==> src/hdl/spine_pkg.sv <==
package spine_pkg;

    // group shape
    localparam int MACHINE_WIDTH = 2;   // slots per fetch/decode/rename group

    // per-slot payload widths
    localparam int FETCH_W  = 65;       // valid, pc, instr
    localparam int DECODE_W = 80;
    localparam int RENAME_W = 96;
    localparam int ISSUE_W  = 160;      // one bundle with no slots

    // commit lanes ALU, ALU, MEM, BRU, MULT
    localparam int UNIT_NUM = 5;
    localparam int ROB_W    = 6;
    localparam int RESULT_W = 32;

    // lane layout {valid, robAddr, result} from the msb down
    localparam int COMMIT_LANE_W  = 1 + ROB_W + RESULT_W;
    localparam int LANE_VALID_BIT = COMMIT_LANE_W - 1;
    localparam int LANE_ROB_LSB   = RESULT_W;

    // fetch addressing
    localparam logic [31:0] RESET_PC = 32'hbfc00000;  // boot rom
    localparam int PC_STEP = 8;         // bytes per full fetch group

endpackage
==> src/hdl/pipeSpine.sv <==
`timescale 1ns/1ps

module pipeSpine (
    input  logic clk,
    input  logic resetn,

    // stall causes from the stage logic
    input  logic fetchWait,
    input  logic renameFull,
    input  logic issueFull,
    input  logic execBusy,

    // commit-time redirect and predicted fetch address
    input  logic        redirect,
    input  logic [31:0] redirectPc,
    input  logic [31:0] pcNext,

    input  logic [spine_pkg::FETCH_W*spine_pkg::MACHINE_WIDTH-1:0]  fetchIn,
    input  logic [spine_pkg::DECODE_W*spine_pkg::MACHINE_WIDTH-1:0] decodeIn,
    input  logic [spine_pkg::RENAME_W*spine_pkg::MACHINE_WIDTH-1:0] renameIn,
    input  logic [spine_pkg::ISSUE_W-1:0]                           issueIn,
    input  logic [spine_pkg::UNIT_NUM*spine_pkg::COMMIT_LANE_W-1:0] execIn,

    output logic [31:0]                                             pc,
    output logic [spine_pkg::FETCH_W*spine_pkg::MACHINE_WIDTH-1:0]  fetchOut,
    output logic [spine_pkg::DECODE_W*spine_pkg::MACHINE_WIDTH-1:0] decodeOut,
    output logic [spine_pkg::RENAME_W*spine_pkg::MACHINE_WIDTH-1:0] renameOut,
    output logic [spine_pkg::ISSUE_W-1:0]                           issueOut,
    output logic [spine_pkg::UNIT_NUM*spine_pkg::COMMIT_LANE_W-1:0] commitOut
);
    import spine_pkg::*;

    logic stallF, stallD, stallR, stallI, stallE, stallC;
    logic flushD, flushR, flushI, flushE, flushC;

    hazardUnit hazardUnit_i (
        .fetchWait  (fetchWait),
        .renameFull (renameFull),
        .issueFull  (issueFull),
        .execBusy   (execBusy),
        .redirect   (redirect),
        .stallF     (stallF),
        .stallD     (stallD),
        .stallR     (stallR),
        .stallI     (stallI),
        .stallE     (stallE),
        .stallC     (stallC),
        .flushD     (flushD),
        .flushR     (flushR),
        .flushI     (flushI),
        .flushE     (flushE),
        .flushC     (flushC)
    );

    pcReg pcReg_i (
        .clk        (clk),
        .resetn     (resetn),
        .stall      (stallF),
        .redirect   (redirect),
        .redirectPc (redirectPc),
        .pcNext     (pcNext),
        .pc         (pc)
    );

    // fetch to decode
    stageReg #(
        .WIDTH (FETCH_W * MACHINE_WIDTH)
    ) fetchReg_i (
        .clk     (clk),
        .resetn  (resetn),
        .stall   (stallD),
        .flush   (flushD),
        .dataIn  (fetchIn),
        .dataOut (fetchOut)
    );

    // decode to rename
    stageReg #(
        .WIDTH (DECODE_W * MACHINE_WIDTH)
    ) decodeReg_i (
        .clk     (clk),
        .resetn  (resetn),
        .stall   (stallR),
        .flush   (flushR),
        .dataIn  (decodeIn),
        .dataOut (decodeOut)
    );

    // rename to issue
    stageReg #(
        .WIDTH (RENAME_W * MACHINE_WIDTH)
    ) renameReg_i (
        .clk     (clk),
        .resetn  (resetn),
        .stall   (stallI),
        .flush   (flushI),
        .dataIn  (renameIn),
        .dataOut (renameOut)
    );

    // issue to execute
    stageReg #(
        .WIDTH (ISSUE_W)
    ) issueReg_i (
        .clk     (clk),
        .resetn  (resetn),
        .stall   (stallE),
        .flush   (flushE),
        .dataIn  (issueIn),
        .dataOut (issueOut)
    );

    commitReg commitReg_i (
        .clk       (clk),
        .resetn    (resetn),
        .stall     (stallC),
        .flush     (flushC),
        .execIn    (execIn),
        .commitOut (commitOut)
    );

endmodule

==> src/hdl/hazardUnit.sv <==
`timescale 1ns/1ps

module hazardUnit (
    input  logic fetchWait,
    input  logic renameFull,
    input  logic issueFull,
    input  logic execBusy,
    input  logic redirect,
    output logic stallF,
    output logic stallD,
    output logic stallR,
    output logic stallI,
    output logic stallE,
    output logic stallC,
    output logic flushD,
    output logic flushR,
    output logic flushI,
    output logic flushE,
    output logic flushC
);

    // back-pressure chain from the oldest stage up
    assign stallC = 1'b0;                   // commit never waits
    assign stallE = execBusy;
    assign stallI = stallE | issueFull;
    assign stallR = stallI | renameFull;
    assign stallD = stallR;
    assign stallF = stallD | fetchWait;

    // a stage that runs while its source holds takes a bubble
    assign flushD = redirect | (stallF & ~stallD);  // fetchWait alone
    assign flushR = redirect | (stallD & ~stallR);
    assign flushI = redirect | (stallR & ~stallI);
    assign flushE = redirect | (stallI & ~stallE);
    assign flushC = stallE & ~stallC;               // redirect stops short of commit

    always_comb begin
        // stalls only grow toward fetch
        assert ((!stallE || stallI) && (!stallI || stallR) &&
                (!stallR || stallD) && (!stallD || stallF))
        else $error("stall chain not monotone: F%b D%b R%b I%b E%b",
                    stallF, stallD, stallR, stallI, stallE);

        // a bubble goes only into a stage that is advancing
        assert (redirect || !(flushD && stallD))
        else $error("flushD with stallD and no redirect");
        assert (redirect || !(flushR && stallR))
        else $error("flushR with stallR and no redirect");
        assert (redirect || !(flushI && stallI))
        else $error("flushI with stallI and no redirect");
        assert (redirect || !(flushE && stallE))
        else $error("flushE with stallE and no redirect");
    end

endmodule

==> src/hdl/commitReg.sv <==
`timescale 1ns/1ps

module commitReg (
    input  logic clk,
    input  logic resetn,
    input  logic stall,
    input  logic flush,
    input  logic [spine_pkg::UNIT_NUM*spine_pkg::COMMIT_LANE_W-1:0] execIn,
    output logic [spine_pkg::UNIT_NUM*spine_pkg::COMMIT_LANE_W-1:0] commitOut
);
    import spine_pkg::*;

    logic [UNIT_NUM-1:0][COMMIT_LANE_W-1:0] lanes;
    logic [UNIT_NUM-1:0]                    laneValid;

    // flush clears only the control fields of each lane
    always_ff @(posedge clk) begin
        if (!resetn || flush) begin
            for (int i = 0; i < UNIT_NUM; i++) begin
                lanes[i][LANE_VALID_BIT]         <= 1'b0;
                lanes[i][LANE_ROB_LSB +: ROB_W]  <= '0;
            end
        end else if (!stall) begin
            lanes <= execIn;
        end
    end

    assign commitOut = lanes;

    always_comb begin
        for (int i = 0; i < UNIT_NUM; i++) begin
            laneValid[i] = lanes[i][LANE_VALID_BIT];
        end
    end

    // nothing may retire in the cycle after a squash
    noValidAfterFlush: assert property (
        @(posedge clk) disable iff (!resetn)
        flush |=> (laneValid == '0)
    ) else $error("commit lane valid after flush: %b", laneValid);

endmodule

==> src/hdl/stageReg.sv <==
`timescale 1ns/1ps

module stageReg #(
    parameter int WIDTH = 32
) (
    input  logic             clk,
    input  logic             resetn,
    input  logic             stall,
    input  logic             flush,
    input  logic [WIDTH-1:0] dataIn,
    output logic [WIDTH-1:0] dataOut
);

    logic [WIDTH-1:0] dataQ;

    always_ff @(posedge clk) begin
        if (!resetn || flush) begin
            dataQ <= '0;      // bubble
        end else if (!stall) begin
            dataQ <= dataIn;
        end
    end

    assign dataOut = dataQ;

    // a held stage must not drift while the hazard unit keeps it stalled
    holdOnStall: assert property (
        @(posedge clk) disable iff (!resetn)
        (stall && !flush) |=> $stable(dataOut)
    ) else $error("stage register changed while stalled");

endmodule

==> src/hdl/pcReg.sv <==
`timescale 1ns/1ps

module pcReg (
    input  logic        clk,
    input  logic        resetn,
    input  logic        stall,
    input  logic        redirect,
    input  logic [31:0] redirectPc,
    input  logic [31:0] pcNext,
    output logic [31:0] pc
);
    import spine_pkg::*;

    logic [31:0] pcLoad;
    logic        pcEn;

    // commit redirect beats both stall and the predictor target
    always_comb begin
        if (redirect) begin
            pcLoad = redirectPc;
            pcEn   = 1'b1;
        end else begin
            pcLoad = pcNext;
            pcEn   = ~stall;
        end
    end

    always_ff @(posedge clk) begin
        if (!resetn) begin
            pc <= RESET_PC;
        end else if (pcEn) begin
            pc <= pcLoad;
        end
    end

    // a group is MACHINE_WIDTH instructions of PC_STEP/MACHINE_WIDTH bytes each
    pcAligned: assert property (
        @(posedge clk) disable iff (!resetn)
        (pc % (PC_STEP / MACHINE_WIDTH)) == 0
    ) else $error("pc %h not word aligned", pc);

endmodule

==> config.mk <==
export PLATFORM = sky130hd
export DESIGN_NAME = pipeSpine
export DESIGN_NICKNAME = d
export VERILOG_FILES = /design/src/hdl/spine_pkg.sv /design/src/hdl/pipeSpine.sv /design/src/hdl/hazardUnit.sv /design/src/hdl/commitReg.sv /design/src/hdl/stageReg.sv /design/src/hdl/pcReg.sv
export SDC_FILE = /design/constraint.sdc
export NUM_CORES = 1
export LEC_CHECK = 0
export ABC_CLOCK_PERIOD_IN_PS = 9500
export BUFFER_PORTS_ARGS = -buffer_cell sky130_fd_sc_hd__buf_2
export CAP_MARGIN = 20
export CORE_AREA = 3 3 700 702
export DETAILED_ROUTE_END_ITERATION = 12
export DIE_AREA = 0 0 703 705
export HOLD_SLACK_MARGIN = 0.08
export PLACE_DENSITY = 0.3
export SETUP_SLACK_MARGIN = 0.05
export SYNTH_ARGS = -nofsm -noshare
export SYNTH_HDL_FRONTEND = slang
export SYNTH_SLANG_ARGS = --single-unit
==> constraint.sdc <==
create_clock -name clk -period 9.5 [get_ports clk]
set_input_delay 1.9 -clock clk [delete_from_list [all_inputs] [get_ports clk]]
set_output_delay 1.9 -clock clk [all_outputs]
set_load 0.005 [all_outputs]
==> impl_metrics.tcl <==
set metrics [dict create \
    slew-limit-headroom 0.298 \
    period_share 0.440 \
    dr_total_vias 29200 \
    fin_cells 11300 \
    crit_buf_inv 3 \
    start_kind "input port" \
    synth_edf_count 160 \
    crit_arrival_ns 4.82 \
    path_cells "buf_4 -> nand2b_4 -> buf_4 -> a21o_4 -> buf_12 -> a21oi_1" \
    ys_seq_elements 869 \
    yosys.area.top_type "dfxtp_1" \
    slew_violations 0 \
    cts_max_path_buffers 4 \
    tns_ns 0 \
    critPathTopFamily "buffers and inverters" \
    final_antenna_net_count 0 \
    cts.repair.resized 0 \
    drc 0 \
    first_iter_violations 1445 \
    postCtsSetupBuffers 0 \
    ys_warn_count 0 \
    grtUsageTotal 0.0963 \
    via_per_inst 2.58 \
    port_buffers 1776 \
    first_pass_iters 4 \
    drive_above_1_share 0.423 \
    crit_required_ns 10.15 \
    synth.distinct_cells 27 \
    placement_rows 256 \
    worstSetupPathType "in -> reg" \
    hold_buffers 0 \
    maxCapViolCount 0 \
    grt_pass1_wl_mm 314 \
    antenna_found_initial 204 \
    coreArea_mm2 0.485 \
    tritoncts "yes" \
    dieWidth_um 703 \
    clkSinkCount 869 \
    grt-ovfl-total 0 \
    io_pins 1777 \
    nNetsFinal 5627 \
    post-route-min-period_ns 4.18 \
    critPathSlowestCell "a21o_4" \
    htree_levels 3 \
    dp.cells 11000 \
    worst_slew_pin_slew_ns 1.05 \
    grt_pass1_vias 28800 \
    worstPathMaxFanout 141 \
    start_util 0.0610 \
    crit_top_cell "buf_4" \
    final_common_cell "buf_2" \
    die-area_mm2 0.496 \
    finalClockSkew_ns 0 \
    cts_buffers 125 \
    most-common-layout-cells "buf_2 (1774), nand2_1 (964), dfxtp_1 (709), a21oi_1 (482), mux2i_1 (192)" \
    slowest_delay_ns 0.60 \
    ir_worst_vdd_mv 0.142 \
    hold_violations 0 \
    clk-insertion-delay-late_ns 0.84 \
    min_path_type "reg -> reg" \
    syn_inst 3005 \
    power_leakage_nw 20.3 \
    synth-async-reset-ratio 0 \
    rsz0062_at_grt "false" \
    avgSynthCellArea_um2 9.84 \
    grt_max_degree 142 \
    place_hpwl_mm 210 \
    synth_ff_type "dfxtp_1" \
    power_density_mw_per_mm2 192 \
    clkTransAtPathRegs_ns 0.06 \
    seq_area_frac_synth 0.642 \
    setup_viol 0 \
    yosys-top-cells-area "dfxtp_1 (48%), edfxtp_1 (16%), nand2_1 (12%), a21oi_1 (8.2%), mux2i_1 (6.5%)" \
    synth_top_area_share 0.480 \
    syn_area_mm2 0.0296 \
    status "completed" \
    cts_root_buffer "clkbuf_16" \
    die_h_um 705 \
    gp_congestion 0.820 \
    drt-total-wl_mm 251 \
    syn2layout_area_growth_pct 69.8 \
    synth_fp_nets 3913 \
    fmax_mhz 239 \
    wl_per_cell_um 22.2 \
    endpoint_kind "register" \
]
layout make-up:
| class | instances | area [µm²] |
|---|---|---|
| Tap cell | 6450 | 8070 |
| Antenna cell | 45 | 113 |
| Fill cell | 56700 | 435000 |
| Inverter | 1 | 3.75 |
| Sequential cell | 869 | 19000 |
| Multi-Input combinational cell | 1916 | 9570 |
| Clock inverter | 58 | 682 |
| Clock buffer | 172 | 3570 |
| Timing Repair Buffer | 1806 | 9210 |
through the flow:
stage | area (µm²) | setup WS, ns | power [W] | utilization | hold WS (ns)
3_3_place_gp | 45900 | 4.44 | 0.00483 | 0.0946 | 0.441
4_1_cts | 50100 | 5.38 | 0.00995 | 0.103 | 0.451
5_1_grt | 50200 | 5.20 | 0.0101 | 0.103 | 0.462
6_report | 50200 | 5.32 | 0.00962 | 0.104 | 0.450
2_1_floorplan | 29600 | 2.10 | 0.00427 | - | 0.453
3_5_place_dp | 45900 | 4.45 | 0.00482 | 0.0946 | 0.443
power breakdown:
part,total (W),internal [W],switching (W)
registers,0.00392,0.00387,0.0000493
logic,0.000783,0.000300,0.000484
clock network,0.00491,0.00290,0.00201
path summary, 6_finish.rpt:
path | startpoint | endpoint | slack [ns] | cells after the start
worst min register to register | renameReg_i.dataOut[65] | renameReg_i.dataOut[65] | 0.45 | 2
worst max-delay path | redirect | renameReg_i.dataOut[43] | 5.32 | 6
worst max register to register | renameReg_i.dataOut[165] | renameReg_i.dataOut[165] | 8.65 | 2
worst min-delay path | renameReg_i.dataOut[65] | renameReg_i.dataOut[65] | 0.45 | 2
cells by family (layout without fill, tap and decap cells):
family | count (synthesis) | after routing | share of synthesized area
flip-flops | 869 | 869 | 0.642
other | 0 | 45 | 0
AND/OR/NAND/NOR | 1175 | 1175 | 0.159
AO/OA/AOI/OAI | 549 | 549 | 0.0978
buffers and inverters | 220 | 2037 | 0.0362
multiplexers | 192 | 192 | 0.0650
cells in the mapped netlist, types with 3 or more instances:
| master | count |
|---|---|
| nor2_1 | 140 |
| buf_2 | 115 |
| o21ai_1 | 32 |
| o21a_1 | 9 |
| nor2_4 | 20 |
| a21oi_1 | 482 |
| o311a_1 | 23 |
| a21o_1 | 3 |
| and2_1 | 35 |
| dfxtp_1 | 709 |
| mux2i_1 | 192 |
| clkbuf_1 | 82 |
| buf_6 | 10 |
| nor3_1 | 9 |
| edfxtp_1 | 160 |
| buf_1 | 9 |
| nand2_1 | 964 |
worst register-to-register path, delay by kind of cell (launching register included):
family	cells	cell delay [ns]
and+or+nand+nor	1	0.09
AOI/OAI and AO/OA	1	0.17
DFF	1	0.50
flip-flops by register name, summed over array words and instances, names as in the netlist:
signal                 flops
commitReg_i.commitOut    195
decodeReg_i.dataOut      160
fetchReg_i.dataOut       130
issueReg_i.dataOut       160
pcReg_i.pc                32
renameReg_i.dataOut      192
per-layer routing:
metal  up-vias  share of wire  track usage
met1     13800           0.39        0.109
met4        72          0.019       0.0174
met2      1393           0.48        0.166
met3       433           0.11       0.0437
li1      13500              -            -
met5         -         0.0019            0
No activity file was read; power rests on OpenSTA's default activity.
